--- src/fetch_pkg.sv ---
`default_nettype none

// constants shared by the fetch stages.
package fetch_pkg;

  // all addresses and instruction words are this wide.
  localparam int XLEN = 32;

  // the first address fetched once reset is released.
  localparam logic [XLEN-1:0] RESET_VECTOR = 32'h8000_0000;

  // sequential fetch steps one 32-bit word at a time.
  localparam logic [XLEN-1:0] PC_STEP = 32'd4;

  // the instruction memory holds this many words.
  localparam int IMEM_WORDS = 256;
  localparam int IMEM_AW    = $clog2(IMEM_WORDS); // word index width.
  localparam int IMEM_LSB   = 2;                  // pc bits below the word index.

  // the fetch queue between predecode and decode.
  localparam int QUEUE_DEPTH = 4;                 // must stay a power of two.
  localparam int QUEUE_AW    = $clog2(QUEUE_DEPTH);

  // the count value that marks a full queue.
  localparam logic [QUEUE_AW:0] QUEUE_FULL = (QUEUE_AW + 1)'(QUEUE_DEPTH);

  // state encoding of the pc generator.
  localparam int PCG_STW = 2;
  localparam logic [PCG_STW-1:0] PCG_INIT = 2'd0; // waiting for the first cycle after reset.
  localparam logic [PCG_STW-1:0] PCG_CALC = 2'd1; // stepping the pc after an accepted address.
  localparam logic [PCG_STW-1:0] PCG_WAIT = 2'd2; // offering pc_o to the memory.

endpackage

`default_nettype wire

--- src/fetch_queue.sv ---
`timescale 1ns/1ps
`default_nettype none

// fetch queue.
// a small circular buffer that decouples predecode from decode.
// it carries the instruction, its pc and the predicted taken bit.
module fetch_queue (
  input  wire logic                       clock,
  input  wire logic                       reset,
  input  wire logic                       flush_i,  // empties the queue.
  input  wire logic                       valid_i,
  output logic                            ready_o,
  input  wire logic [fetch_pkg::XLEN-1:0] instr_i,
  input  wire logic [fetch_pkg::XLEN-1:0] pc_i,
  input  wire logic                       taken_i,
  output logic                            valid_o,
  input  wire logic                       ready_i,
  output logic [fetch_pkg::XLEN-1:0]      instr_o,
  output logic [fetch_pkg::XLEN-1:0]      pc_o,
  output logic                            taken_o
);

  logic [fetch_pkg::XLEN-1:0]     instr_q [fetch_pkg::QUEUE_DEPTH];
  logic [fetch_pkg::XLEN-1:0]     pc_q    [fetch_pkg::QUEUE_DEPTH];
  logic                           taken_q [fetch_pkg::QUEUE_DEPTH];
  logic [fetch_pkg::QUEUE_AW-1:0] wr_ptr;  // next slot to write.
  logic [fetch_pkg::QUEUE_AW-1:0] rd_ptr;  // oldest entry.
  logic [fetch_pkg::QUEUE_AW:0]   count;   // one bit wider than the pointers.
  logic                           push;
  logic                           pop;

  assign ready_o = (count != fetch_pkg::QUEUE_FULL);
  // a flush cycle shows nothing because the head may be on the wrong path.
  assign valid_o = (count != '0) && !flush_i;

  assign push = valid_i && ready_o && !flush_i;
  assign pop  = valid_o && ready_i;

  assign instr_o = instr_q[rd_ptr];
  assign pc_o    = pc_q[rd_ptr];
  assign taken_o = taken_q[rd_ptr];

  // each push writes its payload at the write pointer.
  always_ff @(posedge clock) begin
    if (push) begin
      instr_q[wr_ptr] <= instr_i;
      pc_q[wr_ptr]    <= pc_i;
      taken_q[wr_ptr] <= taken_i;
    end
  end

  // the pointers wrap on their own because the depth is a power of two.
  always_ff @(posedge clock) begin
    if (reset || flush_i) begin
      wr_ptr <= '0;
      rd_ptr <= '0;
      count  <= '0;
    end else begin
      if (push) begin
        wr_ptr <= wr_ptr + 1'b1;
      end
      if (pop) begin
        rd_ptr <= rd_ptr + 1'b1;
      end
      if (push && !pop) begin
        count <= count + 1'b1;
      end else if (pop && !push) begin
        count <= count - 1'b1;
      end
    end
  end

  // a push into a full queue or a pop from an empty one would carry the
  // count out of range.
  a_count_bound: assert property (@(posedge clock) disable iff (reset)
    count <= fetch_pkg::QUEUE_FULL);

  // an empty or a full queue has both pointers on the same slot.
  a_ptr_meet: assert property (@(posedge clock) disable iff (reset)
    ((count == '0) || (count == fetch_pkg::QUEUE_FULL)) |-> (wr_ptr == rd_ptr));

endmodule

`default_nettype wire

--- config.mk ---
export PLATFORM = sky130hd
export DESIGN_NAME = fetch_queue
export DESIGN_NICKNAME = d
export VERILOG_FILES = /design/src/fetch_pkg.sv /design/src/fetch_queue.sv
export SDC_FILE = /design/constraint.sdc
export NUM_CORES = 1
export LEC_CHECK = 0
export BUFFER_PORTS_ARGS = -buffer_cell sky130_fd_sc_hd__buf_2
export CORE_MARGIN = 2
export CORE_UTILIZATION = 40
export DETAILED_ROUTE_END_ITERATION = 8
export MAX_ROUTING_LAYER = met4
export SLEW_MARGIN = 20
export SYNTH_ARGS = -nofsm -noshare
export SYNTH_HDL_FRONTEND = slang
export SYNTH_SLANG_ARGS = --single-unit
--- constraint.sdc ---
create_clock -name clock -period 3.22 [get_ports clock]
set_clock_uncertainty 0.05 [all_clocks]
set_input_delay 0.644 -clock clock [delete_from_list [all_inputs] [get_ports clock]]
set_output_delay 0.644 -clock clock [all_outputs]
set_load 0.01 [all_outputs]
After elaboration in Yosys (flattened, before gate mapping)

Memories as Yosys holds them, arrays and structs flattened. A register that Yosys moved wholly into a read port is not among the register bits.
Cells that the tools add are included.

Add/subtract/negate cells: 4
Reductions and logical operators: 12
Muxes and demuxes: 10
Equal/unequal tests: 1

Operator list:

| operator              | number |
|---|---|
| $mux W2               | 6 |
| $logic_and A1 B1 Y1   | 6 |
| $mux W3               | 2 |
| $add A2 B1 Y2 const B | 2 |
| $add A3 B1 Y3 const B | 1 |
| $logic_not A1 Y1      | 3 |
| $ne A3 B3 Y1 const B  | 1 |
| $reduce_bool A3 Y1    | 1 |
| $sub A3 B1 Y3 const B | 1 |
| $mux W1               | 2 |
| $reduce_bool A2 Y1    | 1 |
| $logic_or A1 B1 Y1    | 1 |

Bits in writable memories: 260
Output and inout port bits: 67
Bits in registers: 7
Memories: 3

Memories:

| name    | depth | bits a word | read ports | clocked after memory_dff | wr ports | RTL line          | source |
|---|---|---|---|---|---|---|---|
| instr_q | 4     | 32          | 1          | 1                        | 1        | fetch_queue.sv:23 | `logic [fetch_pkg::XLEN-1:0] instr_q [fetch_pkg::QUEUE_DEPTH];` |
| pc_q    | 4     | 32          | 1          | 1                        | 1        | fetch_queue.sv:24 | `logic [fetch_pkg::XLEN-1:0] pc_q [fetch_pkg::QUEUE_DEPTH];` |
| taken_q | 4     | 1           | 1          | 1                        | 1        | fetch_queue.sv:25 | `logic taken_q [fetch_pkg::QUEUE_DEPTH];` |

Logic depth before layout (Yosys ltp)

Gate-level depths: netlist of run 1.

Word-level depth: 7
Depth in mapped cells: 9
Mapped depth without buffers: 9

Worst setup path after synthesis of run 1

Ideal clock, no wire load.

Kind: in2reg
From: input port valid_i
To: memory instr_q[2][0] in the netlist's numbering, enable pin
Library setup time: 0.430 ns
Arrival time: 2.591 ns
Stages: 3
Slack: 0.149 ns
Path buffers: 0
Path through: inv_1 nor3_1 and2_1

Word-level cells in the longest chain between the ends: 4

Ends and longest elaborated chain:

| item                              | RTL line          | source |
|---|---|---|
| from (decl)                       | fetch_queue.sv:11 | `input wire logic valid_i,` |
| $logic_and A1 B1 Y1 (2 in series) | fetch_queue.sv:36 | `assign push = valid_i && ready_o && !flush_i;` |
| via push                          | fetch_queue.sv:29 | `logic push;` |
| $mux W1                           | fetch_queue.sv:45 | `if (push) begin` |
| $mux W1 (implied by the code)     | fetch_queue.sv:46 | `instr_q[wr_ptr] <= instr_i;` |
| to (decl)                         | fetch_queue.sv:23 |  |

The timed path passes the listed nets, and every way through them passes these cells.

==> flow_summary.json, run 1 <==
{
  "worstPathRequired_ps": 2530,
  "crit_type": "flop to primary output",
  "clock-root-buffer": "clkbuf_16",
  "register_area_sq_mm": 0.00800,
  "yosysSeqAreaShare_pct": 80.7,
  "hold_viol_final": 0,
  "relSlewSlack_pct": 63.9,
  "antenna_found_initial": 2,
  "pwr-share-seq_pct": 56.1,
  "hold_buffers": 0,
  "critPathMaxFanout": 25,
  "rows": 57,
  "syn_avg_cell_area_sq_um": 25.2,
  "multiInputGateArea_sq_mm": 0.00175,
  "finalSetupViolations": 0,
  "min_path_cells": 1,
  "core-area_sq_mm": 0.0243,
  "power_frac_comb_pct": 4.1,
  "htreeDepth": 1,
  "rsz0062_at_grt": "no",
  "fmax_mhz": 362,
  "clockBufferDepth": 3,
  "clk_pin_slew_ps": 60,
  "postCtsSetupBuffers": 0,
  "ys_seq_elements": 269,
  "grt_pass1_wl_um": 27300,
  "dr.pass1.iters": 4,
  "drv_slew": 0,
  "overflow": 0,
  "fp.dieW_um": 161,
  "worst_pin_slew_ps": 537,
  "period_minus_slack_ps": 2760,
  "ant_nets": 0,
  "worstPathArrival_ps": 2070,
  "die_area_sq_mm": 0.0260,
  "initial_utilization_pct": 40.7,
  "reg2reg_depth": 8,
  "synthToLayoutAreaGrowth_pct": 19.4,
  "maxCapViolCount": 0,
  "pwr_density_cell_mw_per_mm2": 591,
  "min_period_over_period_pct": 85.8,
  "clock-sinks": 269,
  "fp.dieH_um": 161,
  "insertion_delay_ps": 510,
  "start_kind": "flop",
  "drt_iter0_drc": 285,
  "vias": 4492,
  "syn_inst": 393,
  "cts_resized": 0,
  "ys_types": 25,
  "io_buffers": 136,
  "synth_nets": 469,
  "syn_area_sq_mm": 0.00990,
  "status": "finished clean",
  "dp_hpwl_um": 11200,
  "setup_tns_ps": 0,
  "internal_power_mw": 5.66,
  "min_path_type": "input pin to flop",
  "grt_pass1_vias": 4949,
  "wl_per_cell_um": 19.7,
  "cts-buffers-inserted": 27,
  "power_leakage_nw": 3.89,
  "nets": 633,
  "drive_above_1_share_pct": 43.8,
  "io_pins": 137,
  "yosysWarnings": 0,
  "vias_per_cell": 4.98,
  "routabilityCongestion": 0.728,
  "cp-end-kind": "primary output",
  "grtUsageTotal_pct": 14.1,
  "irDropWorstVdd_uv": 410,
  "cts_tree": "yes",
  "p_sw_share_pct": 18.9,
  "fillers": 2029,
  "fin_hold_ws_ps": 297,
  "wl_um": 17800,
  "switchingPower_mw": 1.32,
  "grt_max_degree": 41,
  "p_clk_share_pct": 39.8,
  "drc_errors": 0,
  "power_mw": 6.98
}
power groups by stage:
stage	combinational [mW]	sequential (mW)	clock, mW
2_1_floorplan	0.139	3.99	0
3_3_place_gp	0.283	3.99	0
3_5_place_dp	0.294	3.99	0
4_1_cts	0.295	3.92	2.87
5_1_grt	0.318	3.92	3.00
6_report	0.288	3.92	2.78
cells in the mapped netlist:
master,number,area [sq um]
ha_1,5,62.6
mux2i_1,1,10.0
nor3_1,2,10.0
xor2_1,2,17.5
o21ai_0,5,25.0
nor3b_1,1,7.51
nor2_1,3,11.3
or3_1,3,18.8
buf_2,6,30.0
or2_2,1,6.26
fa_1,1,20.0
nand3b_1,1,7.51
a21oi_1,6,30.0
buf_6,1,11.3
buf_4,1,7.51
buf_12,5,100
clkbuf_1,2,7.51
mux4_2,65,1460
nand3_1,2,10.0
inv_1,5,18.8
edfxtp_1,260,7810
nand2b_1,1,6.26
dfxtp_1,9,180
nand2_1,1,3.75
and2_1,4,25.0
layout by cell type, fill, tap and decap left out, types with 2 or more instances in the layout:
cell type	count
edfxtp_1	260
buf_4	8
o21ai_0	5
buf_2	136
and2_4	4
inv_1	5
nor3_1	2
ha_1	5
clkbuf_16	27
buf_12	6
nor2_1	3
clkinv_1	4
diode_2	2
a21oi_1	6
dfxtp_1	7
clkbuf_1	14
dfxtp_4	2
xor2_1	2
mux4_2	65
or3_1	3
nand3_1	2
stage by stage:
step                      setup WS (ps)  cell area (sq um)  std cells  util, %
final                               458              11800        902     48.6
after global routing                322              11800        902     48.6
after CTS                           378              11800        900     48.6
after detailed placement            523              11000        852     45.3
after global placement              581              11000        852     45.3
after floorplan                     149               9900        393        -
metal layers:
| metal | track usage, % | part of all wire, % | vias to the layer above |
|---|---|---|---|
| li1 | - | - | 2007 |
| met1 | 17.1 | 42 | 2339 |
| met2 | 23.9 | 51 | 119 |
| met3 | 3.67 | 6.3 | 27 |
| met4 | 3.49 | 1.4 | 0 |
| met5 | - | 0 | - |
final timing paths:
kind,start,to,slack (ps)
worst min-delay path,instr_i[2],instr_q[1][2]$_DFFE_PP_,300
worst min register to register,rd_ptr[1]$_SDFFE_PP0P_,flop,440
worst max-delay path,flop,taken_o,460
worst max register to register,count[0]$_SDFFE_PP0P_,count[2]$_SDFFE_PP0P_,800
final cells by class:
| cell class | count | share of cell area, % |
|---|---|---|
| inverter | 5 | 0.159 |
| tap | 324 | 3.43 |
| timing repair buffer | 150 | 7.28 |
| clock buffer | 41 | 6.16 |
| multi-input combinational | 104 | 14.8 |
| antenna | 2 | 0.0424 |
| sequential | 269 | 67.7 |
| clock inverter | 7 | 0.498 |
cells by family (layout without fill, tap and decap cells):
group,Yosys count,count (layout),share of synthesized area (%)
other,0,2,0
xor gates and xnor gates,2,2,0.177
and+or+nand+nor,19,19,1.07
adders and majority gates,6,6,0.834
DFF,269,269,80.7
buffers and inverters,20,203,1.77
muxes,66,66,14.9
AOI/OAI and AO/OA,11,11,0.556
state kept, by name, indices dropped and copies added, names as in the netlist, named ones only:
signal / flops
instr_q: 128
pc_q: 128
taken_q: 4
rd_ptr: 2
count: 3
wr_ptr: 2
critical path, cell delays in order, from the launching register on:
cell and delay (ps):
dfxtp_4 350, buf_4 430, mux4_2 600, buf_2 160
Note: power is estimated with default switching activity, not from simulation.
==> run 2: changes to the inputs <==
--- a/config.mk
+++ b/config.mk
@@ -7,7 +7,7 @@
 export LEC_CHECK = 0
 export BUFFER_PORTS_ARGS = -buffer_cell sky130_fd_sc_hd__buf_2
 export CORE_MARGIN = 2
-export CORE_UTILIZATION = 40
+export CORE_UTILIZATION = 35
 export DETAILED_ROUTE_END_ITERATION = 8
 export MAX_ROUTING_LAYER = met4
 export SLEW_MARGIN = 20
==> run 2 against run 1 <==
  * Combinational power about the same
  * Highest routed layer unchanged
  * Cell area rose by 1.6%
  * Die area up 14%
  * Critical endpoint is now pc_o[9]
  * Global-route usage down 1.3 points
  * Via count grew 1.1%
==> flow_summary.json, run 2 (synthesis gave the netlist of run 1 again) <==
{
  "status": "finished clean",
  "top_layer": "met4",
  "drv_slew": 0,
  "r2r_start": "count[1]$_SDFFE_PP0P_",
  "hold_viol_final": 0,
  "wl_um": 18400,
  "hold_start": "instr_i[29]",
  "synthToLayoutAreaGrowth_pct": 21.3,
  "core-area_sq_mm": 0.0278,
  "cp_top_family": "flip-flops",
  "htreeDepth": 1,
  "final_common_cell": "edfxtp_1",
  "critPathMaxFanout": 27,
  "fp.dieH_um": 172,
  "setup_tns_ps": 0,
  "clock-sinks": 269,
  "wl_met3_um": 1150,
  "critPathMaxStageDelay_ps": 730,
  "insertion_delay_ps": 520,
  "drt_iter0_drc": 301,
  "power_leakage_nw": 3.95,
  "worst-path-stages": 3,
  "nets": 633,
  "clk_pin_slew_ps": 60,
  "routabilityCongestion": 0.719,
  "maxCapViolCount": 0,
  "vias_per_cell": 4.72,
  "grt_pass1_wl_um": 27600,
  "cts-buffers-inserted": 28,
  "largest_registers": "instr_q x128, pc_q x128, taken_q x4",
  "worst_pin_slew_ps": 580,
  "overflow": 0,
  "fp.dieW_um": 172,
  "cp-end-kind": "primary output",
  "cts_resized": 0,
  "min_path_cells": 1,
  "drt-met1-wl_um": 7730,
  "period_minus_slack_ps": 2940,
  "reg2reg_depth": 9,
  "antenna_found_initial": 4,
  "initial_utilization_pct": 35.6,
  "crit_chain": "buf_4, mux4_2, buf_2",
  "worstPathArrival_ps": 2240,
  "rsz0062_at_grt": "no",
  "postCtsSetupBuffers": 0,
  "drc_errors": 0,
  "clock-root-buffer": "clkbuf_16",
  "layout_common_cells": "260 x edfxtp_1, 136 x buf_2, 65 x mux4_2",
  "min_period_over_period_pct": 91.2,
  "ant_nets": 0,
  "grt_pass1_vias": 4948,
  "pwr_density_cell_mw_per_mm2": 613,
  "wl_per_cell_um": 19.2,
  "start_kind": "flop",
  "place_ws_ps": 710,
  "min_path_type": "input pin to flop",
  "clockBufferDepth": 3,
  "critPathSlowestCell": "dfxtp_4",
  "dp_hpwl_um": 11000,
  "irDropWorstVdd_uv": 286,
  "finalSetupViolations": 0,
  "io_buffers": 136,
  "cts_tree": "yes",
  "hold_buffers": 0,
  "wl_met2_um": 9270,
  "placed_area_sq_mm": 0.0111,
  "final_area_sq_mm": 0.0120,
  "vias": 4540,
  "cp_num_buf_inv": 2,
  "io_pins": 137,
  "setup_slack_ps": 284,
  "grt_max_degree": 66,
  "drive_above_1_share_pct": 45.8,
  "crit_type": "flop to primary output",
  "fmax_mhz": 341,
  "relSlewSlack_pct": 61.3,
  "rows": 61,
  "post-route-util_pct": 43.2,
  "grtUsageTotal_pct": 12.8,
  "worstPathRequired_ps": 2530,
  "die_area_sq_mm": 0.0296,
  "dr.pass1.iters": 7
}
-- run 2: cell types whose count changed in the layout (fill, tap and decap cells not counted), moves of 2 or more --
cell        change
bufinv_16       +2
clkbuf_1       -11
clkbuf_16       +2
clkinv_2        +8
clkinvlp_4      +2
diode_2         +2
-- run 2: cell type report --
type / count / area [sq um]
Fill cell: 2443 / 15800
Sequential cell: 269 / 8000
Multi-Input combinational cell: 104 / 1750
Timing Repair Buffer: 149 / 853
Clock buffer: 32 / 737
Tap cell: 378 / 473
Clock inverter: 20 / 178
Inverter: 5 / 18.8
Antenna cell: 4 / 10.0
-- run 2: metal layers --
metal	GRT usage [%]	vias to the layer above
met4	2.74	0
li1	-	2009
met5	-	-
met1	16.1	2369
met2	21.3	136
met3	3.27	26
-- run 2: report_power, final --
group / switching (mW) / internal (mW) / leakage, nW / total [mW]
Sequential: 0.0187 / 3.90 / 2.44 / 3.92
Combinational: 0.157 / 0.129 / 1.07 / 0.286
Clock: 1.28 / 1.88 / 0.451 / 3.15
Total: 1.45 / 5.91 / 3.95 / 7.36
-- run 2: worst register-to-register path: cells and delay by family (launching register included) --
family                     cells  cell delay (ps)
AOI/OAI and AO/OA              1              150
DFF                            1              350
buffers and inverters          1               60
and+or+nand+nor                4              980
xor gates and xnor gates       1              180
adders and majority gates      2              560
-- run 2: per-stage QoR --
stage	power [mW]	instances	hold WS, ps
floorplan	4.13	393	409
global placement	4.27	905	409
detailed placement	4.29	905	437
CTS	7.45	957	252
global route	7.62	961	257
finish	7.36	961	279
-- run 2: worst paths after layout --
check                                           endpoint  slack [ps]
worst min register to register     count[2]$_SDFFE_PP0P_         460
worst min-delay path            instr_q[3][29]$_DFFE_PP_         280
worst max-delay path                             pc_o[9]         280
worst max register to register     count[2]$_SDFFE_PP0P_         850
==> run 3: changes to the inputs <==
--- a/config.mk
+++ b/config.mk
@@ -6,10 +6,13 @@
 export NUM_CORES = 1
 export LEC_CHECK = 0
 export BUFFER_PORTS_ARGS = -buffer_cell sky130_fd_sc_hd__buf_2
+export CELL_PAD_IN_SITES_DETAIL_PLACEMENT = 1
+export CELL_PAD_IN_SITES_GLOBAL_PLACEMENT = 1
 export CORE_MARGIN = 2
 export CORE_UTILIZATION = 35
 export DETAILED_ROUTE_END_ITERATION = 8
 export MAX_ROUTING_LAYER = met4
+export PLACE_DENSITY_LB_ADDON = 0.1
 export SLEW_MARGIN = 20
 export SYNTH_ARGS = -nofsm -noshare
 export SYNTH_HDL_FRONTEND = slang
==> run 3 against run 2 <==
  * Register-to-register slack got worse by 20 ps
  * Maximum frequency is 3.4% higher
  * Worst hold slack about the same
  * Final cell count unchanged
  * Clock power is 5% higher
  * First-iteration DRC count is 7.3% lower
  * Die area did not move
  * Cell area is 0.64% higher
  * Sequential share of layout area is 0.42 points lower
  * Largest cell class unchanged
  * Largest power group unchanged
==> flow_summary.json, run 3 (synthesis gave the netlist of run 1 again) <==
{
  "maxCapViolCount": 0,
  "largest_registers": "instr_q x128, pc_q x128, taken_q x4",
  "final_common_cell": "edfxtp_1",
  "clock-sinks": 269,
  "period_minus_slack_ps": 2840,
  "fp.dieH_um": 172,
  "clock-root-buffer": "clkbuf_16",
  "r2r_end": "count[2]$_SDFFE_PP0P_",
  "min_path_type": "input pin to flop",
  "pwr_density_cell_mw_per_mm2": 623,
  "hold_buffers": 0,
  "synthToLayoutAreaGrowth_pct": 22.1,
  "crit_end": "pc_o[24]",
  "relSlewSlack_pct": 63.9,
  "cts_resized": 0,
  "drc_errors": 0,
  "die_area_sq_mm": 0.0296,
  "r2r_start": "count[0]$_SDFFE_PP0P_",
  "nets": 634,
  "vias": 4530,
  "post-route-util_pct": 43.5,
  "reg2reg_depth": 9,
  "rsz0062_at_grt": "no",
  "fmax_mhz": 352,
  "layout_common_cells": "260 x edfxtp_1, 136 x buf_2, 65 x mux4_2",
  "min_period_over_period_pct": 88.2,
  "start_kind": "flop",
  "htreeDepth": 1,
  "worstPathRequired_ps": 2530,
  "wl_per_cell_um": 21.1,
  "fin_hold_ws_ps": 279,
  "drt_iter0_drc": 279,
  "placed_area_sq_mm": 0.0111,
  "finalSetupViolations": 0,
  "drv_slew": 0,
  "cts-buffers-inserted": 29,
  "cts_tree": "yes",
  "grt_max_degree": 41,
  "crit_type": "flop to primary output",
  "clockBufferDepth": 3,
  "final_area_sq_mm": 0.0121,
  "grt_pass1_vias": 5145,
  "routabilityCongestion": 0.666,
  "core-area_sq_mm": 0.0278,
  "fp.dieW_um": 172,
  "critPathMaxFanout": 25,
  "drive_above_1_share_pct": 45.3,
  "initial_utilization_pct": 35.6,
  "ant_nets": 0,
  "antenna_found_initial": 4,
  "power_leakage_nw": 3.98,
  "rows": 61,
  "irDropWorstVdd_uv": 361,
  "dr.pass1.iters": 4,
  "worstPathArrival_ps": 2140,
  "dp_hpwl_um": 12500,
  "grt_pass1_wl_um": 30700,
  "cp-end-kind": "primary output",
  "wl_um": 20300,
  "vias_per_cell": 4.71,
  "worst_pin_slew_ps": 541,
  "fillers": 2608,
  "status": "finished clean",
  "overflow": 0,
  "setup_tns_ps": 0,
  "insertion_delay_ps": 520,
  "grtUsageTotal_pct": 14.5,
  "io_pins": 137,
  "io_buffers": 136,
  "hold_start": "pc_i[21]",
  "clk_pin_slew_ps": 60,
  "min_path_cells": 1,
  "rrSetupSlack_ps": 830,
  "postCtsSetupBuffers": 0,
  "hold_viol_final": 0
}
## run 3: cell count changes in the layout (fill, tap and decap cells not counted), moves of 2 or more
cell	change
bufinv_16	+2
buf_12	+3
clkinv_2	-3
clkbuf_1	+4
buf_4	-3
clkinv_1	-2
## run 3: worst max-delay path, cell delays in order (launching register included)
cell     delay [ps]
dfxtp_4         350
buf_4           460
mux4_2          630
buf_2           170
## run 3: metal layers
layer / vias to the layer above / GRT usage, % / part of all wire [%]
met4: 0 / 3.25 / 1.8
met1: 2392 / 17.5 / 41
met5: - / - / 0
li1: 2009 / - / -
met3: 35 / 3.23 / 4.8
met2: 94 / 24.9 / 53
## run 3: final cells by class
type,count,area (sq um),area share [%]
clock buffers,36,752,6.22
clock inverters,15,199,1.65
inverters,5,18.8,0.155
flip-flops and latches,269,8000,66.1
multi-input cells,104,1750,14.4
diodes,5,12.5,0.104
repair buffers,149,891,7.37
well taps,378,473,3.91
## run 3: worst min path at each step
stage	to	slack (ps)
after floorplan	flop	410
after CTS	pc_q[2][11]$_DFFE_PP_	250
final	pc_q[2][21]$_DFFE_PP_	280
after detailed placement	flop	430
after global placement	flop	420
after global routing	instr_q[0][13]$_DFFE_PP_	260
## run 3: through the flow
stage,std cells,power [mW],setup slack (ps)
final,961,7.53,382
after global routing,960,7.78,249
after CTS,956,7.63,310
after detailed placement,905,4.30,693
after global placement,905,4.28,730
after floorplan,393,4.13,149
## run 3: where the power goes
part | switching [mW] | internal, mW | total, mW | leakage, nW
Combinational | 0.165 | 0.132 | 0.297 | 1.08
Clock | 1.27 | 2.04 | 3.31 | 0.465
Sequential | 0.0155 | 3.90 | 3.92 | 2.44
