==> src/fetch_pkg.sv <==
`default_nettype none

// constants shared by the fetch stages.
package fetch_pkg;

  // all addresses and instruction words are this wide.
  localparam int XLEN = 32;

  // the first address fetched once reset is released.
  localparam logic [XLEN-1:0] RESET_VECTOR = 32'h8000_0000;

  // sequential fetch steps one 32-bit word at a time.
  localparam logic [XLEN-1:0] PC_STEP = 32'd4;

  // the instruction memory holds this many words.
  localparam int IMEM_WORDS = 256;
  localparam int IMEM_AW    = $clog2(IMEM_WORDS); // word index width.
  localparam int IMEM_LSB   = 2;                  // pc bits below the word index.

  // the fetch queue between predecode and decode.
  localparam int QUEUE_DEPTH = 4;                 // must stay a power of two.
  localparam int QUEUE_AW    = $clog2(QUEUE_DEPTH);

  // the count value that marks a full queue.
  localparam logic [QUEUE_AW:0] QUEUE_FULL = (QUEUE_AW + 1)'(QUEUE_DEPTH);

  // state encoding of the pc generator.
  localparam int PCG_STW = 2;
  localparam logic [PCG_STW-1:0] PCG_INIT = 2'd0; // waiting for the first cycle after reset.
  localparam logic [PCG_STW-1:0] PCG_CALC = 2'd1; // stepping the pc after an accepted address.
  localparam logic [PCG_STW-1:0] PCG_WAIT = 2'd2; // offering pc_o to the memory.

endpackage

`default_nettype wire

==> src/pc_gen.sv <==
`timescale 1ns/1ps
`default_nettype none

// pc generator.
// it offers one fetch address at a time and steps by four after each
// accepted address. a redirect replaces the pc from any state.
module pc_gen (
  input  wire logic                       clock,
  input  wire logic                       reset,
  input  wire logic                       flush_i,       // load redirect_pc_i at the next edge.
  input  wire logic [fetch_pkg::XLEN-1:0] redirect_pc_i,
  output logic                            valid_o,
  input  wire logic                       ready_i,
  output logic [fetch_pkg::XLEN-1:0]      pc_o
);

  logic [fetch_pkg::PCG_STW-1:0] state_q; // current fsm state.
  logic [fetch_pkg::PCG_STW-1:0] state_d; // state for the next cycle without a redirect.
  logic [fetch_pkg::XLEN-1:0]    pc_q;    // address currently offered or being stepped.

  // an address is offered only while waiting for ready.
  assign valid_o = (state_q == fetch_pkg::PCG_WAIT);
  assign pc_o    = pc_q;

  // state register, a redirect always lands in the offering state.
  always_ff @(posedge clock) begin
    if (reset) begin
      state_q <= fetch_pkg::PCG_INIT;
    end else if (flush_i) begin
      state_q <= fetch_pkg::PCG_WAIT;
    end else begin
      state_q <= state_d;
    end
  end

  // init leaves after one cycle, calculate lasts one cycle.
  always_comb begin
    state_d = state_q;
    case (state_q)
      fetch_pkg::PCG_INIT: begin
        state_d = fetch_pkg::PCG_WAIT; // start-up delay of a single cycle.
      end
      fetch_pkg::PCG_CALC: begin
        state_d = fetch_pkg::PCG_WAIT;
      end
      fetch_pkg::PCG_WAIT: begin
        if (ready_i) begin
          state_d = fetch_pkg::PCG_CALC; // address taken, go compute the next one.
        end
      end
      default: begin
        state_d = fetch_pkg::PCG_INIT; // unused encoding, restart cleanly.
      end
    endcase
  end

  // pc register.
  // the reset vector is loaded on the way out of init.
  always_ff @(posedge clock) begin
    if (reset) begin
      pc_q <= '0;
    end else if (flush_i) begin
      pc_q <= redirect_pc_i;                   // redirect from back end or predecode.
    end else if (state_q == fetch_pkg::PCG_INIT) begin
      pc_q <= fetch_pkg::RESET_VECTOR;
    end else if (state_q == fetch_pkg::PCG_CALC) begin
      pc_q <= pc_q + fetch_pkg::PC_STEP;       // next sequential word.
    end
  end

  // only word addresses ever leave this stage.
  a_pc_aligned: assert property (@(posedge clock) disable iff (reset)
    valid_o |-> (pc_o[1:0] == 2'b00));

  // a stalled address stays on offer until it is taken or redirected.
  a_pc_hold: assert property (@(posedge clock) disable iff (reset)
    (valid_o && !ready_i && !flush_i) |=> (valid_o && $stable(pc_o)));

endmodule

`default_nettype wire

==> config.mk <==
export PLATFORM = sky130hd
export DESIGN_NAME = pc_gen
export DESIGN_NICKNAME = d
export VERILOG_FILES = /design/src/fetch_pkg.sv /design/src/pc_gen.sv
export SDC_FILE = /design/constraint.sdc
export NUM_CORES = 1
export LEC_CHECK = 0
export ABC_AREA = 1
export BUFFER_PORTS_ARGS = -buffer_cell sky130_fd_sc_hd__buf_4
export CORE_MARGIN = 3
export CORE_UTILIZATION = 35
export DETAILED_ROUTE_END_ITERATION = 10
export PLACE_DENSITY_LB_ADDON = 0.15
export SYNTH_ARGS = -nofsm -noshare
export SYNTH_HDL_FRONTEND = slang
export SYNTH_SLANG_ARGS = --single-unit
==> constraint.sdc <==
create_clock -name clock -period 1.8 [get_ports clock]
set_input_delay 0.27 -clock clock [delete_from_list [all_inputs] [get_ports clock]]
set_output_delay 0.27 -clock clock [all_outputs]
set_load 0.01 [all_outputs]
==> Yosys cells after proc, flatten, opt, wreduce, memory -nomap -nowiden <==
Index checks and enable logic that the tools add are counted.
{ "word_totals": {"reg_bits": 34, "word_cells": 18, "memories": 0, "rom_bits": 0, "ram_bits": 0, "output_inout_bits": 33, "latch_bits": 0} }
{ "op_classes": {"multipliers": 0, "bitwise": 0, "n_eq_ne": 4, "div": 0, "n_addsub": 1, "shifts": 0, "reduce_logical": 4, "n_mux": 6, "magnitude_cmp": 0} }
{ "op_table": {"columns": ["cell", "n"], "rows": [
  ["$mux W32", 3],
  ["$add A32 B3 Y32 const B", 1],
  ["$mux W2", 2],
  ["$pmux W2 S2", 1],
  ["$reduce_or A2 Y1", 2],
  ["$ne A3 B2 Y1 const B", 1],
  ["$reduce_bool A3 Y1", 1],
  ["$eq A2 B1 Y1 const B", 1],
  ["$eq A2 B2 Y1 const B", 1],
  ["$logic_not A2 Y1", 1],
  ["$ne A2 B1 Y1 const B", 1]
]} }

==> Depth between registers and ports, before layout <==
Gate-level depths: netlist (run 1).
{ "logic_depth": {"word_depth": 4, "depth_mapped": 11, "depth_no_buf": 11} }

==> Worst setup path before layout (run 1) <==
No wires, ideal clock.
{ "synth_timing": {"path_type": "register to register", "startpoint": "reg pc_q, in the netlist pc_o[3]", "endpoint": "reg pc_q, in the netlist pc_o[20]", "path_stages_with_launch": 12, "t_arrival_ps": 1366, "path_slack_ps": 364, "n_path_buf": 0, "setup_ps": 70, "t_required_ps": 1730, "path_cell_list": "dfxtp_1 -> ha_1 -> nand2_1 -> inv_1 -> nand2_1 -> nor2_2 -> nand3_2 -> inv_2 -> nand2_1 -> nand2_1 -> nand3_1 -> a21oi_1"} }
{ "synth_between": {"elab_chain_len": 4} }
{ "synth_rtl": {"columns": ["item", "line", "text"], "rows": [
  ["from (decl)", "pc_gen.sv:19", "logic [fetch_pkg::XLEN-1:0] pc_q;"],
  ["from (signal assigned)", "pc_gen.sv:63", "pc_q <= redirect_pc_i;"],
  ["from (signal assigned)", "pc_gen.sv:65", "pc_q <= fetch_pkg::RESET_VECTOR;"],
  ["from (signal assigned)", "pc_gen.sv:67", "pc_q <= pc_q + fetch_pkg::PC_STEP;"],
  ["$add A32 B3 Y32", "pc_gen.sv:67", null],
  ["$mux W32", "pc_gen.sv:66", "end else if (state_q == fetch_pkg::PCG_CALC) begin"],
  ["$mux W32", "pc_gen.sv:64", "end else if (state_q == fetch_pkg::PCG_INIT) begin"],
  ["$mux W32", "pc_gen.sv:62", "end else if (flush_i) begin"]
]} }
Every way passes these cells. The select of a mux whose other input is x is not followed.
A chain may end at the register's enable or synchronous reset.

==> Worst setup path in the final report (run 1) <==
{ "layout_timing": {"startpoint": "reg pc_q, in the netlist pc_o[16]", "endpoint": "reg pc_q, in the netlist pc_o[21]"} }
The elaborated chain is that of the path after synthesis.

==> metrics.txt, run 1 <==
# TYPE chip_impl_metric gauge
chip_impl_info{name="cts_tree",value="yes"} 1
chip_impl_metric{name="first_global_vias",unit=""} 2573
chip_impl_metric{name="power-per-cell-area",unit="nW/um^2"} 629.8
chip_impl_metric{name="clock_tree.buffer_depth",unit=""} 2
chip_impl_metric{name="overall_die_area",unit="sq um"} 7560
chip_impl_metric{name="remaining_drc_errors",unit=""} 0
chip_impl_info{name="grt_setup_unrepaired",value="false"} 1
chip_impl_metric{name="finalWorstPathRequiredPeriod",unit="ns"} 1.633
chip_impl_metric{name="grt_pass1_wl",unit="um"} 12520
chip_impl_metric{name="min_delay_path_depth",unit=""} 3
chip_impl_metric{name="routed-via-count",unit=""} 2736
chip_impl_info{name="critical_path.startpoint_type",value="flop"} 1
chip_impl_metric{name="ys_types",unit=""} 32
chip_impl_metric{name="antenna_cells_inserted",unit=""} 0
chip_impl_metric{name="final-max-slew-violation-count",unit=""} 0
chip_impl_metric{name="timing.fmax",unit="MHz"} 612.5
chip_impl_metric{name="starting_density_of_the_core",unit="%"} 37.41
chip_impl_metric{name="placed_cell_area",unit="sq um"} 2924
chip_impl_metric{name="ys_seq_elements",unit=""} 34
chip_impl_metric{name="area_growth",unit="%"} 31.70
chip_impl_metric{name="cp_max_fo",unit=""} 6
chip_impl_metric{name="drt_first_iter_violations",unit=""} 162
chip_impl_info{name="status",value="complete, no violations"} 1
chip_impl_info{name="netlist_top_cells_area",value="sky130_fd_sc_hd__dfxtp_1 (30%), sky130_fd_sc_hd__nand2_1 (14%), sky130_fd_sc_hd__a21oi_1 (11%), sky130_fd_sc_hd__nand3_1 (8.5%), sky130_fd_sc_hd__o21ai_0 (6.3%)"} 1
chip_impl_metric{name="timing.max_cap.violations",unit=""} 0
chip_impl_metric{name="final-setup-viol-count",unit=""} 0
chip_impl_metric{name="worst-endpoint-required",unit="ns"} 2.03
chip_impl_metric{name="clock_network_latency_to_the_later_pin_of_the_worst_skew_pair",unit="ns"} 0.29
chip_impl_metric{name="gp_routability_congestion",unit=""} 0.9128
chip_impl_metric{name="routed_wire_length_per_instance",unit="um"} 14.92
chip_impl_metric{name="reg2reg_slack",unit="ns"} 0.17
chip_impl_metric{name="post-route-cell-area",unit="sq um"} 3020
chip_impl_metric{name="post_synth.cell_area_avg",unit="sq um"} 6.132
chip_impl_info{name="setup.worst_path.end_class",value="flop"} 1
chip_impl_metric{name="synth-seq-area-share",unit="%"} 29.68
chip_impl_metric{name="fillers",unit=""} 665
chip_impl_metric{name="portBuffers",unit=""} 68
chip_impl_info{name="ctsRootBufferMaster",value="sky130_fd_sc_hd__clkbuf_8"} 1
chip_impl_info{name="layout.cells.most_common_list",value="sky130_fd_sc_hd__nand2_1 (87), sky130_fd_sc_hd__buf_4 (77), sky130_fd_sc_hd__a21oi_1 (50)"} 1
chip_impl_metric{name="timing.slew.headroom",unit="%"} 75.09
chip_impl_metric{name="multi_input_area",unit="sq um"} 1404
chip_impl_metric{name="die_h",unit="um"} 86.95
chip_impl_info{name="layout.cells.most_common",value="sky130_fd_sc_hd__nand2_1"} 1
chip_impl_metric{name="post-route-util",unit="%"} 49.27
chip_impl_metric{name="clock_skew",unit="ns"} 0.01131
chip_impl_metric{name="post_route_cells_drive_above_1_share",unit="%"} 25.39
chip_impl_metric{name="route.final.wire_length",unit="um"} 7756
chip_impl_info{name="worstHoldPathType",value="in -> reg"} 1
chip_impl_info{name="timing_worst_setup_path_type",value="reg -> reg"} 1
chip_impl_metric{name="tritoncts.num_buffers",unit=""} 5
chip_impl_metric{name="design.core.area",unit="sq um"} 6131
chip_impl_metric{name="place.detailed.hpwl",unit="um"} 6041
chip_impl_metric{name="globalRouteOverflowTotal",unit=""} 0
chip_impl_metric{name="cts_htree_levels",unit=""} 2
chip_impl_metric{name="data_arrival_critical_path",unit="ns"} 1.86
chip_impl_metric{name="floorplan.io_pins",unit=""} 69
chip_impl_metric{name="period_share",unit="%"} 90.70
chip_impl_metric{name="route.detailed.vias_per_inst",unit=""} 5.262
chip_impl_metric{name="grt.total_usage",unit="%"} 20.91
chip_impl_metric{name="post_synth_inst_count",unit=""} 374
chip_impl_metric{name="yosys_warnings",unit=""} 0
chip_impl_metric{name="antenna_found_initial",unit=""} 0
chip_impl_metric{name="drtAntennaViolNets",unit=""} 0
chip_impl_metric{name="hold-worst-slack",unit="ns"} 0.2150
chip_impl_metric{name="ff2ff_path_depth",unit=""} 8
chip_impl_metric{name="placement_rows",unit=""} 28
chip_impl_metric{name="drt_pass1_iterations",unit=""} 4
chip_impl_metric{name="synth_area",unit="sq um"} 2293
chip_impl_metric{name="grt_start_max_net_pins",unit=""} 21
chip_impl_metric{name="cts_num_sinks",unit=""} 34
chip_impl_metric{name="fin_nets",unit=""} 481
chip_impl_metric{name="seqCellArea",unit="sq um"} 683.2
chip_impl_metric{name="clkSlewWorstSetupHoldPaths",unit="ns"} 0.08
chip_impl_metric{name="die_width",unit="um"} 86.95
chip_impl_metric{name="vdd_drop_max",unit="mV"} 0.4351
chip_impl_metric{name="timing_worst_slew_pin_value",unit="ns"} 0.3733
chip_impl_metric{name="finalHoldViolations",unit=""} 0
chip_impl_metric{name="synth_top_cell_area_share",unit="%"} 29.68
chip_impl_metric{name="leakage",unit="nW"} 1.283
chip_impl_metric{name="setup_tns",unit="ns"} 0
chip_impl_info{name="yosys.area.top_type",value="sky130_fd_sc_hd__dfxtp_1"} 1
chip_impl_metric{name="synth_fp_nets",unit=""} 411
[timing repair]
item	4_1_cts	5_1_grt
gates resized for setup	0	3
setup endpoints to repair	0	4
endpoints found under the hold margin	0	0
buffers inserted	0	0
hold buffers	0	0
[state kept, by name, summed over array words and instances, names as in the netlist]
register / cells
pc_o: 32
state_q: 2
[power by group]
part	total [W]	internal, W	switching (W)
combinational	0.000413	0.000197	0.000216
clock	0.000611	0.000309	0.000302
sequential	0.000878	0.000806	0.0000722
total	0.00190	0.00131	0.000590
[worst max-delay path, stage by stage (launching register included)]
cell                      delay, ns
sky130_fd_sc_hd__dfxtp_1       0.52
sky130_fd_sc_hd__nand2_1       0.16
sky130_fd_sc_hd__nor2_2        0.20
sky130_fd_sc_hd__nand2_1       0.14
sky130_fd_sc_hd__nor2_1        0.16
sky130_fd_sc_hd__nand2_1       0.08
sky130_fd_sc_hd__nand2_1       0.06
sky130_fd_sc_hd__nand3_1       0.11
sky130_fd_sc_hd__a21oi_1       0.14
[per-stage QoR]
stage,worst slack (ns),power [W],instances
finish,0.1674,0.001902,520
global route,0.009038,0.002008,520
detailed placement,0.06568,0.001307,512
CTS,0.03348,0.001922,520
global placement,0.1455,0.001302,512
floorplan,0.3643,0.001086,374
[cell families (layout without fill, tap and decap cells)]
| group | count (synthesis) | after routing | synth area share [%] |
|---|---|---|---|
| compound gates | 92 | 92 | 21.60 |
| buf+inv | 55 | 126 | 9.220 |
| fa+ha+maj | 1 | 1 | 0.5455 |
| simple gates | 192 | 192 | 38.95 |
| flops | 34 | 34 | 29.68 |
[metal layers]
layer  vias up  routed length [um]  global-route usage, %
met5         -                   0                      0
met3         5                 591                  3.690
met4         0                  72                  6.091
met1      1257                3504                  29.16
met2        91                3588                  32.85
li1       1383                   -                      -
[Yosys cell counts]
master	instances
sky130_fd_sc_hd__nor3_1	8
sky130_fd_sc_hd__nand3_2	1
sky130_fd_sc_hd__nor2_1	33
sky130_fd_sc_hd__nand4_1	3
sky130_fd_sc_hd__o21ai_0	29
sky130_fd_sc_hd__a31oi_1	3
sky130_fd_sc_hd__or2_2	3
sky130_fd_sc_hd__nand2_4	1
sky130_fd_sc_hd__inv_1	35
sky130_fd_sc_hd__nor2_4	2
sky130_fd_sc_hd__buf_1	1
sky130_fd_sc_hd__a21oi_2	1
sky130_fd_sc_hd__nand3b_1	1
sky130_fd_sc_hd__nor2_8	2
sky130_fd_sc_hd__clkbuf_1	10
sky130_fd_sc_hd__nand2_2	2
sky130_fd_sc_hd__nor2_2	7
sky130_fd_sc_hd__a221oi_1	4
sky130_fd_sc_hd__o21bai_1	2
sky130_fd_sc_hd__a21oi_1	50
sky130_fd_sc_hd__and2_1	1
sky130_fd_sc_hd__o211ai_1	1
sky130_fd_sc_hd__nor3_2	1
sky130_fd_sc_hd__nand3_1	39
sky130_fd_sc_hd__nor4_1	1
sky130_fd_sc_hd__dfxtp_1	34
sky130_fd_sc_hd__nand2_1	87
sky130_fd_sc_hd__a21o_1	1
sky130_fd_sc_hd__buf_2	4
sky130_fd_sc_hd__ha_1	1
sky130_fd_sc_hd__inv_2	5
sky130_fd_sc_hd__a211oi_1	1
[worst paths after layout]
kind | from | endpoint
min | redirect_pc_i[4] | pc_o[4]
max reg2reg | pc_o[16] | pc_o[21]
min reg2reg | state_q[0] | state_q[0]
max | pc_o[16] | pc_o[21]
[layout make-up]
class / instances / share of cell area (%)
clock buffers: 7 / 2.858
clock inverters: 1 / 0.1657
inverters: 40 / 4.971
multi-input cells: 285 / 46.48
flip-flops and latches: 34 / 22.62
well taps: 75 / 3.107
repair buffers: 78 / 19.80
(Power assumes the default switching activity.)
==> inputs of run 2 (changes only) <==
==> constraint.sdc (replaced) <==
create_clock -name clock -period 1.4 [get_ports clock]
set_input_delay 0.21 -clock clock [delete_from_list [all_inputs] [get_ports clock]]
set_output_delay 0.21 -clock clock [all_outputs]
set_load 0.01 [all_outputs]
==> metrics.txt, run 2 (synthesis gave the netlist of run 1 again) <==
# TYPE chip_impl_metric gauge
chip_impl_info{name="status",value="complete, but fails checks"} 1
chip_impl_info{name="failed_checks",value="negative setup slack"} 1
chip_impl_info{name="worstHoldPathType",value="in -> reg"} 1
chip_impl_metric{name="cts_num_sinks",unit=""} 34
chip_impl_metric{name="drt_first_iter_violations",unit=""} 162
chip_impl_metric{name="worst-endpoint-required",unit="ns"} 1.64
chip_impl_metric{name="antenna_cells_inserted",unit=""} 0
chip_impl_info{name="setup.worst_path.end_class",value="flop"} 1
chip_impl_metric{name="cts_htree_levels",unit=""} 2
chip_impl_metric{name="data_arrival_critical_path",unit="ns"} 1.66
chip_impl_metric{name="internal-power",unit="W"} 0.001726
chip_impl_metric{name="design.core.area",unit="sq um"} 6131
chip_impl_metric{name="globalRouteOverflowTotal",unit=""} 0
chip_impl_metric{name="overall_die_area",unit="sq um"} 7560
chip_impl_metric{name="timing.max_cap.violations",unit=""} 0
chip_impl_metric{name="instances_no_fill",unit=""} 568
chip_impl_metric{name="hold-worst-slack",unit="ns"} 0.1397
chip_impl_metric{name="clock_tree.buffer_depth",unit=""} 2
chip_impl_metric{name="grt.total_usage",unit="%"} 22.32
chip_impl_metric{name="antenna_found_initial",unit=""} 0
chip_impl_metric{name="place.detailed.hpwl",unit="um"} 6444
chip_impl_info{name="timing_worst_setup_path_type",value="reg -> reg"} 1
chip_impl_metric{name="timing.slew.headroom",unit="%"} 76.40
chip_impl_metric{name="routed_wire_length_per_instance",unit="um"} 15.04
chip_impl_metric{name="placement_rows",unit=""} 28
chip_impl_metric{name="leakage",unit="nW"} 1.643
chip_impl_metric{name="route.final.wire_length",unit="um"} 8540
chip_impl_metric{name="starting_density_of_the_core",unit="%"} 37.41
chip_impl_info{name="grt_setup_unrepaired",value="true"} 1
chip_impl_metric{name="die_h",unit="um"} 86.95
chip_impl_metric{name="cp_max_fo",unit=""} 4
chip_impl_metric{name="number_of_flip_flops_in_the_largest_register",unit=""} 32
chip_impl_info{name="cts_tree",value="yes"} 1
chip_impl_metric{name="clkSlewWorstSetupHoldPaths",unit="ns"} 0.08
chip_impl_metric{name="cts_hold_buffers",unit=""} 0
chip_impl_metric{name="drt_pass1_iterations",unit=""} 5
chip_impl_info{name="critPathLaunch",value="pc_o[3]"} 1
chip_impl_metric{name="power-per-cell-area",unit="nW/um^2"} 702.1
chip_impl_metric{name="route.detailed.vias_per_inst",unit=""} 5.174
chip_impl_metric{name="vdd_drop_max",unit="mV"} 0.4408
chip_impl_metric{name="clock_skew",unit="ns"} 0.009157
chip_impl_metric{name="fin_nets",unit=""} 530
chip_impl_metric{name="portBuffers",unit=""} 68
chip_impl_metric{name="post_route_cells_drive_above_1_share",unit="%"} 45.64
chip_impl_info{name="worst_hold_startpoint",value="redirect_pc_i[4]"} 1
chip_impl_metric{name="share_seq_of_total_power",unit="%"} 43.2
chip_impl_metric{name="floorplan.io_pins",unit=""} 69
chip_impl_metric{name="finalWorstPathRequiredPeriod",unit="ns"} 1.413
chip_impl_metric{name="finalHoldViolations",unit=""} 0
chip_impl_metric{name="drtAntennaViolNets",unit=""} 0
chip_impl_metric{name="dpl_worst_slack",unit="ns"} -0.1877
chip_impl_info{name="ctsRootBufferMaster",value="sky130_fd_sc_hd__clkbuf_8"} 1
chip_impl_metric{name="pwr-share-clk",unit="%"} 29.2
chip_impl_info{name="critical_path.startpoint_type",value="flop"} 1
chip_impl_metric{name="netSwitchingFraction",unit="%"} 32.73
chip_impl_metric{name="clock_network_latency_to_the_later_pin_of_the_worst_skew_pair",unit="ns"} 0.30
chip_impl_metric{name="timing_worst_slew_pin_value",unit="ns"} 0.3536
chip_impl_metric{name="grt_start_max_net_pins",unit=""} 25
chip_impl_metric{name="first_global_vias",unit=""} 2729
chip_impl_metric{name="period_share",unit="%"} 101.0
chip_impl_metric{name="routed-via-count",unit=""} 2939
chip_impl_metric{name="worst_slack",unit="ns"} -0.01330
chip_impl_info{name="layout.cells.most_common",value="sky130_fd_sc_hd__buf_4"} 1
chip_impl_metric{name="final-max-slew-violation-count",unit=""} 0
chip_impl_metric{name="grt_pass1_wl",unit="um"} 13280
chip_impl_metric{name="placed_cells",unit=""} 553
chip_impl_metric{name="power.share.combinational",unit="%"} 27.6
chip_impl_info{name="regToRegStartpoint",value="pc_o[3]"} 1
chip_impl_metric{name="area_growth",unit="%"} 59.30
chip_impl_info{name="layout.cells.most_common_list",value="sky130_fd_sc_hd__buf_4 (122), sky130_fd_sc_hd__nand2_1 (73), sky130_fd_sc_hd__a21oi_1 (48)"} 1
chip_impl_metric{name="final-setup-viol-count",unit=""} 1
chip_impl_metric{name="switchingPower",unit="W"} 0.0008396
chip_impl_metric{name="timing.fmax",unit="MHz"} 707.6
chip_impl_metric{name="gp_routability_congestion",unit=""} 0.9231
chip_impl_metric{name="die_width",unit="um"} 86.95
chip_impl_metric{name="remaining_drc_errors",unit=""} 0
chip_impl_metric{name="tritoncts.num_buffers",unit=""} 5
==> run 2: final timing paths <==
check	slack (ns)	end	cells past startpoint
worst max-delay path	-0.01	pc_o[24]	9
worst min-delay path	0.14	pc_o[4]	3
worst max register to register	-0.01	pc_o[24]	9
worst min register to register	0.45	state_q[0]	1
==> run 2: timing repair <==
action,4_1_cts,5_1_grt
pin swaps,1,22
buffers inserted,1,7
gates resized for setup,11,80
setup endpoints to repair,8,25
==> run 2: power groups by stage <==
stage	clock network [W]	registers (W)	logic (W)
floorplan	0	0.00116	0.000242
global placement	0	0.00112	0.000649
detailed placement	0	0.00112	0.000653
CTS	0.000757	0.00110	0.000658
global route	0.000799	0.00112	0.000772
finish	0.000750	0.00111	0.000708
==> run 2: final cells by class <==
type	instances	area, sq um
multi-input combinational	285	1620
timing repair buffer	127	989.7
inverter	40	152.6
clock buffer	5	68.82
sequential	34	718.2
clock inverter	2	10.01
tap	75	93.84
fill	600	2477
==> run 2: worst max-delay path, cell delays in order, from the launching register on <==
cell and delay, ns:
sky130_fd_sc_hd__dfxtp_2 0.36, sky130_fd_sc_hd__ha_4 0.16, sky130_fd_sc_hd__nand2_4 0.06, sky130_fd_sc_hd__inv_2 0.07, sky130_fd_sc_hd__nand2_2 0.07, sky130_fd_sc_hd__nor2_4 0.14, sky130_fd_sc_hd__nand3_4 0.10, sky130_fd_sc_hd__o21bai_1 0.14
sky130_fd_sc_hd__nand3_1 0.11, sky130_fd_sc_hd__a21oi_1 0.14
==> run 2: layer usage <==
| layer | wire length (um) | GRT usage (%) | vias up |
|---|---|---|---|
| met2 | 4057 | 37.13 | 93 |
| met5 | 0 | 0 | - |
| met1 | 3812 | 30.28 | 1344 |
| li1 | - | - | 1491 |
| met3 | 537 | 3.406 | 11 |
| met4 | 132 | 5.099 | 0 |
==> run 2: stage by stage <==
step                setup TNS, ns  total power (W)  utilization [%]  cell area, sq um
floorplan                       0         0.001398                -              2296
global placement          -0.3900         0.001765            52.96              3247
detailed placement        -0.4248         0.001771            52.96              3247
CTS                      -0.02494         0.002512            54.88              3364
global route              -0.7605         0.002687            59.59              3654
finish                   -0.01330         0.002565            59.59              3654
